`src/verilog/dmc_cfg_macros.svh`:
```
`ifndef DMC_CFG_MACROS_SVH
`define DMC_CFG_MACROS_SVH

// one tag client per configuration byte
`define DMC_CFG_BYTES 12

`define TAG_ID_WIDTH 4
`define TAG_PAYLOAD_WIDTH 8

// start bit, then id and payload MSB first
`define TAG_PACKET_BITS (1 + `TAG_ID_WIDTH + `TAG_PAYLOAD_WIDTH)

`endif
```
`src/verilog/dmc_cfg_pkg.sv`:
```
`include "dmc_cfg_macros.svh"

package dmc_cfg_pkg;

  typedef logic [`TAG_PAYLOAD_WIDTH-1:0] dmc_cfg_byte_t;
  typedef logic [3:0]                    dmc_nibble_t;
  typedef logic [15:0]                   dmc_trefi_t;

  // field layout of the image, byte 11 at the top
  typedef struct packed {
    logic [6:0]  unused_b11;
    logic        sys_reset;
    logic        unused_b10;
    logic        bypass;
    dmc_nibble_t init_cmd_cnt;
    logic [1:0]  dqs_sel_cal;
    logic [5:0]  bank_pos;
    logic [1:0]  bank_width;
    dmc_nibble_t row_width;
    dmc_nibble_t col_width;
    dmc_nibble_t unused_b7;
    dmc_nibble_t tcas;
    dmc_nibble_t trtp;
    dmc_nibble_t twtr;
    dmc_nibble_t twr;
    dmc_nibble_t trcd;
    dmc_nibble_t trrd;
    dmc_nibble_t tras;
    dmc_nibble_t trp;
    dmc_nibble_t trc;
    dmc_nibble_t trfc;
    dmc_nibble_t tmrd;
    // bytes 1 and 0
    dmc_trefi_t  trefi;
  } dmc_cfg_fields_s;

  // same 96 bits, as raw tag bytes or as controller fields
  typedef union packed {
    dmc_cfg_byte_t [`DMC_CFG_BYTES-1:0] bytes;
    dmc_cfg_fields_s                    fields;
  } dmc_cfg_u;

endpackage

```
`src/verilog/dmc_cfg_top.sv`:
```
`include "dmc_cfg_macros.svh"

module dmc_cfg_top
  (input  logic                     clk_i
  ,input  logic                     rst_n_i
  ,input  logic                     tag_data_i
  ,input  logic                     tag_en_i
  ,output dmc_cfg_pkg::dmc_trefi_t  trefi_o
  ,output dmc_cfg_pkg::dmc_nibble_t tmrd_o
  ,output dmc_cfg_pkg::dmc_nibble_t trfc_o
  ,output dmc_cfg_pkg::dmc_nibble_t trc_o
  ,output dmc_cfg_pkg::dmc_nibble_t trp_o
  ,output dmc_cfg_pkg::dmc_nibble_t tras_o
  ,output dmc_cfg_pkg::dmc_nibble_t trrd_o
  ,output dmc_cfg_pkg::dmc_nibble_t trcd_o
  ,output dmc_cfg_pkg::dmc_nibble_t twr_o
  ,output dmc_cfg_pkg::dmc_nibble_t twtr_o
  ,output dmc_cfg_pkg::dmc_nibble_t trtp_o
  ,output dmc_cfg_pkg::dmc_nibble_t tcas_o
  ,output dmc_cfg_pkg::dmc_nibble_t col_width_o
  ,output dmc_cfg_pkg::dmc_nibble_t row_width_o
  ,output dmc_cfg_pkg::dmc_nibble_t init_cmd_cnt_o
  ,output logic [1:0]               bank_width_o
  ,output logic [1:0]               dqs_sel_cal_o
  ,output logic [5:0]               bank_pos_o
  ,output logic                     bypass_o
  ,output logic                     sys_reset_o
  ,output logic                     cfg_update_o
  ,output logic                     cfg_valid_o
  );

  import dmc_cfg_pkg::*;

  logic [`DMC_CFG_BYTES-1:0]          client_strobe;
  dmc_cfg_byte_t                      tag_payload;
  dmc_cfg_byte_t [`DMC_CFG_BYTES-1:0] cfg_bytes;
  logic [`DMC_CFG_BYTES-1:0]          cfg_new;

  //////////////////////////////////////////////////
  // tag master

  tag_master
    btm
      (.clk_i          ( clk_i )
      ,.rst_n_i        ( rst_n_i )
      ,.tag_data_i     ( tag_data_i )
      ,.tag_en_i       ( tag_en_i )
      ,.client_strobe_o( client_strobe )
      ,.payload_o      ( tag_payload )
      );

  //////////////////////////////////////////////////
  // one client per configuration byte

  for (genvar i = 0; i < `DMC_CFG_BYTES; i++)
  begin : cfg_client
    tag_client
      btc
        (.clk_i    ( clk_i )
        ,.rst_n_i  ( rst_n_i )
        ,.strobe_i ( client_strobe[i] )
        ,.payload_i( tag_payload )
        ,.data_r_o ( cfg_bytes[i] )
        ,.new_r_o  ( cfg_new[i] )
        );
  end

  //////////////////////////////////////////////////
  // controller field decode

  dmc_cfg_decoder
    decoder
      (.clk_i         ( clk_i )
      ,.rst_n_i       ( rst_n_i )
      ,.cfg_bytes_i   ( cfg_bytes )
      ,.new_i         ( cfg_new )
      ,.trefi_o       ( trefi_o )
      ,.tmrd_o        ( tmrd_o )
      ,.trfc_o        ( trfc_o )
      ,.trc_o         ( trc_o )
      ,.trp_o         ( trp_o )
      ,.tras_o        ( tras_o )
      ,.trrd_o        ( trrd_o )
      ,.trcd_o        ( trcd_o )
      ,.twr_o         ( twr_o )
      ,.twtr_o        ( twtr_o )
      ,.trtp_o        ( trtp_o )
      ,.tcas_o        ( tcas_o )
      ,.col_width_o   ( col_width_o )
      ,.row_width_o   ( row_width_o )
      ,.init_cmd_cnt_o( init_cmd_cnt_o )
      ,.bank_width_o  ( bank_width_o )
      ,.dqs_sel_cal_o ( dqs_sel_cal_o )
      ,.bank_pos_o    ( bank_pos_o )
      ,.bypass_o      ( bypass_o )
      ,.sys_reset_o   ( sys_reset_o )
      ,.cfg_update_o  ( cfg_update_o )
      ,.cfg_valid_o   ( cfg_valid_o )
      );

endmodule

```
`src/verilog/dmc_cfg_decoder.sv`:
```
`include "dmc_cfg_macros.svh"

module dmc_cfg_decoder
  (input  logic                                            clk_i
  ,input  logic                                            rst_n_i
  ,input  dmc_cfg_pkg::dmc_cfg_byte_t [`DMC_CFG_BYTES-1:0] cfg_bytes_i
  ,input  logic [`DMC_CFG_BYTES-1:0]                       new_i
  ,output dmc_cfg_pkg::dmc_trefi_t                         trefi_o
  ,output dmc_cfg_pkg::dmc_nibble_t                        tmrd_o
  ,output dmc_cfg_pkg::dmc_nibble_t                        trfc_o
  ,output dmc_cfg_pkg::dmc_nibble_t                        trc_o
  ,output dmc_cfg_pkg::dmc_nibble_t                        trp_o
  ,output dmc_cfg_pkg::dmc_nibble_t                        tras_o
  ,output dmc_cfg_pkg::dmc_nibble_t                        trrd_o
  ,output dmc_cfg_pkg::dmc_nibble_t                        trcd_o
  ,output dmc_cfg_pkg::dmc_nibble_t                        twr_o
  ,output dmc_cfg_pkg::dmc_nibble_t                        twtr_o
  ,output dmc_cfg_pkg::dmc_nibble_t                        trtp_o
  ,output dmc_cfg_pkg::dmc_nibble_t                        tcas_o
  ,output dmc_cfg_pkg::dmc_nibble_t                        col_width_o
  ,output dmc_cfg_pkg::dmc_nibble_t                        row_width_o
  ,output dmc_cfg_pkg::dmc_nibble_t                        init_cmd_cnt_o
  ,output logic [1:0]                                      bank_width_o
  ,output logic [1:0]                                      dqs_sel_cal_o
  ,output logic [5:0]                                      bank_pos_o
  ,output logic                                            bypass_o
  ,output logic                                            sys_reset_o
  ,output logic                                            cfg_update_o
  ,output logic                                            cfg_valid_o
  );

  import dmc_cfg_pkg::*;

  dmc_cfg_u                  cfg_image;
  dmc_cfg_fields_s           fields_r;
  logic                      any_new;
  logic                      cfg_update_r;
  logic [`DMC_CFG_BYTES-1:0] written_r;

  assign cfg_image.bytes = cfg_bytes_i;
  assign any_new         = |new_i;

  //////////////////////////////////////////////////
  // field registers

  // whole image is resampled on any byte write
  always_ff @(posedge clk_i or negedge rst_n_i)
  begin
    if (!rst_n_i)
    begin
      fields_r     <= '0;
      cfg_update_r <= 1'b0;
      written_r    <= '0;
    end
    else
    begin
      cfg_update_r <= any_new;
      written_r    <= written_r | new_i;
      if (any_new)
        fields_r <= cfg_image.fields;
    end
  end

  //////////////////////////////////////////////////
  // outputs

  assign trefi_o        = fields_r.trefi;
  assign tmrd_o         = fields_r.tmrd;
  assign trfc_o         = fields_r.trfc;
  assign trc_o          = fields_r.trc;
  assign trp_o          = fields_r.trp;
  assign tras_o         = fields_r.tras;
  assign trrd_o         = fields_r.trrd;
  assign trcd_o         = fields_r.trcd;
  assign twr_o          = fields_r.twr;
  assign twtr_o         = fields_r.twtr;
  assign trtp_o         = fields_r.trtp;
  assign tcas_o         = fields_r.tcas;
  assign col_width_o    = fields_r.col_width;
  assign row_width_o    = fields_r.row_width;
  assign bank_width_o   = fields_r.bank_width;
  assign bank_pos_o     = fields_r.bank_pos;
  assign dqs_sel_cal_o  = fields_r.dqs_sel_cal;
  assign init_cmd_cnt_o = fields_r.init_cmd_cnt;
  assign bypass_o       = fields_r.bypass;
  assign sys_reset_o    = fields_r.sys_reset;

  assign cfg_update_o = cfg_update_r;
  // rises with the update of the last missing byte
  assign cfg_valid_o  = &written_r;

  cfg_valid_sticky_a : assert property
    (@(posedge clk_i) disable iff (!rst_n_i)
      cfg_valid_o |=> cfg_valid_o);

endmodule

```
`src/verilog/tag_client.sv`:
```
`include "dmc_cfg_macros.svh"

module tag_client
  (input  logic                       clk_i
  ,input  logic                       rst_n_i
  ,input  logic                       strobe_i
  ,input  dmc_cfg_pkg::dmc_cfg_byte_t payload_i
  ,output dmc_cfg_pkg::dmc_cfg_byte_t data_r_o
  ,output logic                       new_r_o
  );

  import dmc_cfg_pkg::*;

  dmc_cfg_byte_t data_r;
  logic          new_r;

  // byte holds until the next write to this client
  always_ff @(posedge clk_i or negedge rst_n_i)
  begin
    if (!rst_n_i)
    begin
      data_r <= '0;
      new_r  <= 1'b0;
    end
    else
    begin
      new_r <= strobe_i;
      if (strobe_i)
        data_r <= payload_i;
    end
  end

  assign data_r_o = data_r;
  assign new_r_o  = new_r;

  // master must present a clean byte with the strobe
  payload_known_a : assert property
    (@(posedge clk_i) disable iff (!rst_n_i)
      strobe_i |-> !$isunknown(payload_i));

endmodule

```
`src/verilog/tag_master.sv`:
```
`include "dmc_cfg_macros.svh"

module tag_master
  (input  logic                       clk_i
  ,input  logic                       rst_n_i
  ,input  logic                       tag_data_i
  ,input  logic                       tag_en_i
  ,output logic [`DMC_CFG_BYTES-1:0]  client_strobe_o
  ,output dmc_cfg_pkg::dmc_cfg_byte_t payload_o
  );

  import dmc_cfg_pkg::*;

  // bits that follow the start bit
  localparam int shift_bits_lp = `TAG_PACKET_BITS - 1;
  localparam int cnt_width_lp  = $clog2(shift_bits_lp);

  logic                      tag_bit;
  logic                      busy_r;
  logic [cnt_width_lp-1:0]   bit_cnt_r;
  logic [shift_bits_lp-2:0]  shift_r;
  logic                      last_bit;
  logic [`TAG_ID_WIDTH-1:0]  packet_id;
  dmc_cfg_byte_t             packet_payload;
  logic [`DMC_CFG_BYTES-1:0] strobe_n;
  logic [`DMC_CFG_BYTES-1:0] client_strobe_r;
  dmc_cfg_byte_t             payload_r;

  // pin reads as zero while disabled
  assign tag_bit = tag_en_i & tag_data_i;

  assign last_bit = busy_r & (bit_cnt_r == cnt_width_lp'(shift_bits_lp - 1));

  // the last payload bit is still on the pin
  assign packet_id      = shift_r[shift_bits_lp-2 -: `TAG_ID_WIDTH];
  assign packet_payload = {shift_r[`TAG_PAYLOAD_WIDTH-2:0], tag_bit};

  always_ff @(posedge clk_i or negedge rst_n_i)
  begin
    if (!rst_n_i)
    begin
      busy_r    <= 1'b0;
      bit_cnt_r <= '0;
    end
    else if (!busy_r)
    begin
      // zeros between packets are dropped
      if (tag_bit)
      begin
        busy_r    <= 1'b1;
        bit_cnt_r <= '0;
      end
    end
    else
    begin
      bit_cnt_r <= bit_cnt_r + 1'b1;
      if (last_bit)
        busy_r <= 1'b0;
    end
  end

  always_ff @(posedge clk_i)
  begin
    if (busy_r)
      shift_r <= {shift_r[shift_bits_lp-3:0], tag_bit};
  end

  // ids past the last client select nothing
  always_comb
  begin
    strobe_n = '0;
    for (int i = 0; i < `DMC_CFG_BYTES; i++)
      strobe_n[i] = last_bit && (packet_id == `TAG_ID_WIDTH'(i));
  end

  always_ff @(posedge clk_i or negedge rst_n_i)
  begin
    if (!rst_n_i)
      client_strobe_r <= '0;
    else
      client_strobe_r <= strobe_n;
  end

  always_ff @(posedge clk_i)
  begin
    if (last_bit)
      payload_r <= packet_payload;
  end

  assign client_strobe_o = client_strobe_r;
  assign payload_o       = payload_r;

  // packets are longer than one cycle
  strobe_single_cycle_a : assert property
    (@(posedge clk_i) disable iff (!rst_n_i)
      (|client_strobe_o) |=> !(|client_strobe_o));

endmodule

```
`config.mk`:
```
export PLATFORM = sky130hd
export DESIGN_NAME = dmc_cfg_top
export DESIGN_NICKNAME = d
export VERILOG_FILES = /design/src/verilog/dmc_cfg_pkg.sv /design/src/verilog/dmc_cfg_top.sv /design/src/verilog/dmc_cfg_decoder.sv /design/src/verilog/tag_client.sv /design/src/verilog/tag_master.sv
export VERILOG_INCLUDE_DIRS = /design/src /design/src/verilog
export SDC_FILE = /design/constraint.sdc
export NUM_CORES = 1
export LEC_CHECK = 0
export ABC_AREA = 0
export BUFFER_PORTS_ARGS = -buffer_cell sky130_fd_sc_hd__clkbuf_2
export CAP_MARGIN = 20
export CORE_AREA = 2 2 129 131
export DETAILED_ROUTE_END_ITERATION = 8
export DIE_AREA = 0 0 131 133
export PLACE_DENSITY = 0.78
export SLEW_MARGIN = 10
export SYNTH_ARGS = -nofsm -noshare
export SYNTH_HDL_FRONTEND = slang
export SYNTH_HIERARCHICAL = 1
export SYNTH_SLANG_ARGS = --single-unit
```
`constraint.sdc`:
```
create_clock -name clk_i -period 2.15 [get_ports clk_i]
set_input_delay 0.3225 -clock clk_i [delete_from_list [all_inputs] [get_ports clk_i]]
set_output_delay 0.3225 -clock clk_i [all_outputs]
set_load 0.01 [all_outputs]
```
==> results_tabular.tex <==
\begin{tabular}{lr}
\hline
Metric & Value \\
\hline
\multicolumn{2}{l}{\textbf{Drt}} \\
Number of design-rule violations left by the first detailed-router iteration & 212 \\
Aggregate routed wire length & 15700 um \\
Vias per cell & 5.16 \\
Wire length per cell & 19.3 um \\
Detailed-route via count & approximately 4200 \\
Antenna Nets Post-Route & 0 \\
DRC viols & 0 \\
First-pass detailed-route iteration total & 4 \\
\multicolumn{2}{l}{\textbf{Clock network}} \\
Maximum level of the CTS H-tree & 1 \\
Hold-fix buffers at CTS & 1 \\
CTS-repair resized insts & 0 \\
Cell at the root of the clock tree & sky130\_fd\_sc\_hd\_\_clkbuf\_16 \\
Total clock sinks & 229 \\
Total CTS buffers & 23 \\
CTS max path bufs & 3 \\
Clock transition at the register clock pins on the worst setup and hold paths after CTS & roughly 60 ps \\
TritonCTS clock tree & built \\
Clock network latency to the later pin of the worst-skew pair & 500 ps \\
Buffer count from post-CTS setup fixing & 0 \\
\multicolumn{2}{l}{\textbf{Worst setup path}} \\
Cell depth of the worst flop-to-flop path & 4 \\
CP required & roughly 1800 ps \\
Highest fanout seen on the critical path & 2 \\
Critical path capture point type & primary output \\
Worst setup path category & flop to primary output \\
Critical path capture point & cfg\_valid\_o \\
Data arrival at the endpoint of the critical path & 1550 ps \\
Slack of the worst reg-to-reg path & 300 ps \\
Setup crit start & decoder/written\_r[3] \\
CP startpoint kind & flop \\
Critical R2R Launch & cfg\_client[1].btc/new\_r\_o \\
Endpoint of the worst register-to-register path & decoder/bank\_pos\_o[2] \\
\multicolumn{2}{l}{\textbf{Synth}} \\
Average size of a mapped cell & 18.3 um\^{}2 \\
Synthesized netlist cell count & 477 \\
Mapped cell area & 8740 um\^{}2 \\
Synthesized net count & 482 \\
Count of warnings emitted by yosys & 6 \\
\multicolumn{2}{l}{\textbf{Power and ir drop}} \\
Total design power & 13.7 mW \\
Max VDD drop & approximately 0.00078 V \\
Total power density per cell area & 1360 nW/um\^{}2 \\
Static leakage & 5.12 nW \\
\multicolumn{2}{l}{\textbf{Layout}} \\
Layout overhead on the synthesized area & 15.5\% \\
Most frequent cells in the layout & sky130\_fd\_sc\_hd\_\_dfrtp\_1, sky130\_fd\_sc\_hd\_\_mux2\_4, sky130\_fd\_sc\_hd\_\_clkbuf\_2 \\
Area of the multi-input gates & approximately 2700 um\^{}2 \\
Antenna diodes & 0 \\
Final layout net count & 581 \\
Layout cells sized above 1 & 0.512 \\
Filler cell count & 1159 \\
Most common cell after layout, fill and taps aside & sky130\_fd\_sc\_hd\_\_dfrtp\_1 \\
Flip-flop and latch area & 5830 um\^{}2 \\
\multicolumn{2}{l}{\textbf{Timing}} \\
Relative slew slack & 0.488 \\
Unrepaired setup endpoints after global routing & false \\
Setup violations, final & 0 \\
Highest clock rate & 535 MHz \\
Final number of hold-violating endpoints & 0 \\
Final critical-path share of the clock period & 0.869 \\
Setup total negative slack & 0 ps \\
Clk\_skew & 18.2 ps \\
Clock period minus worst slack & 1870 ps \\
Pins over their slew limit & 0 \\
Least-Margin Pin Slew & between 700 and 800 ps \\
\multicolumn{2}{l}{\textbf{Global route}} \\
Remaining Overflow, GRT & 0 \\
Initial antenna violation count & 0 \\
Largest net degree at the start of global routing & 61 \\
Global-route wire length before repair & 25900 um \\
Overall Global Routing Usage & 0.190 \\
Number of global-route vias before repair & between 4000 and 5000 \\
\multicolumn{2}{l}{\textbf{Die}} \\
\# IOs & 90 \\
Placement Rows & 47 \\
Die span in y & 133 um \\
Initial cell density of the core & 0.540 \\
Core Region & 16200 um\^{}2 \\
DIE WIDTH & 131 um \\
Full die area & 17400 um\^{}2 \\
\multicolumn{2}{l}{\textbf{Status}} \\
Run status & finished clean \\
\multicolumn{2}{l}{\textbf{Placed design}} \\
Port Buffers & 89 \\
Detail Placement HPWL & 9960 um \\
Global placer's final weighted congestion & 0.822 \\
\multicolumn{2}{l}{\textbf{Job}} \\
Count of maximum capacitance violations & 0 \\
\multicolumn{2}{l}{\textbf{Worst hold path}} \\
Min-delay worst type & primary input to flop \\
\hline
\end{tabular}
## layout make-up
class / count / share of cell area
clock buffer: 36 / 0.0678
clock inverter: 5 / 0.00285
multi-input combinational: 224 / 0.267
sequential: 229 / 0.577
tap: 220 / 0.0273
inverter: 1 / 0.000372
timing repair buffer: 97 / 0.0574
## flip-flops by register name, summed over array words and instances (netlist names), 6 cells and up
signal                   count
btm/shift_r                 11
decoder/written_r           12
btm/payload_o                8
decoder/bank_pos_o           6
btm/client_strobe_o         12
cfg_client.btc/new_r_o      12
decoder/trefi_o             16
cfg_client.btc/data_r_o     84
## how the worst min path moves through the flow
stage,endpoint,startpoint,cells past startpoint,slack (ps)
2_1_floorplan,btm/bit_cnt_r[0],rst_n_i,0,30
3_3_place_gp,decoder/tmrd_o[0],rst_n_i,1,330
4_1_cts,btm/busy_r,tag_data_i,3,90
6_report,btm/busy_r,tag_data_i,3,100
3_5_place_dp,decoder/col_width_o[2],rst_n_i,1,340
5_1_grt,btm/busy_r,tag_data_i,3,130
## report_power, final
part           switching [mW]  leakage (nW)  internal (mW)
registers               0.977          3.08           5.81
clock network            1.56         0.355           2.18
logic                    1.22          1.68           1.94
## critical path: stages (launching register included)
cell	delay (ps)
sky130_fd_sc_hd__dfrtp_1	350
sky130_fd_sc_hd__nand4_1	130
sky130_fd_sc_hd__nor3_1	360
sky130_fd_sc_hd__clkbuf_2	200
## metal layers
layer | global-route usage | share of wire | wire length [um] | up-vias
li1 | - | - | - | 1867
met1 | 0.287 | 0.49 | 7610 | 2206
met2 | 0.294 | 0.46 | 7250 | 94
met3 | 0.0332 | 0.034 | 534 | 25
met4 | 0.0372 | 0.017 | 262 | 0
met5 | 0 | 0 | 0 | -
## through the flow
| stage | std cells | hold WS, ps | util | setup WS, ps | instance area [um^2] |
|---|---|---|---|---|---|
| global placement | 770 | 331 | 0.580 | 348 | 9370 |
| detailed placement | 770 | 343 | 0.580 | 323 | 9370 |
| finish | 812 | 101 | 0.624 | 281 | 10100 |
| floorplan | 477 | 26.9 | - | 465 | 8740 |
| CTS | 812 | 86.3 | 0.624 | 208 | 10100 |
| global route | 812 | 125 | 0.624 | 207 | 10100 |
Power figures use the tool's default switching activity.
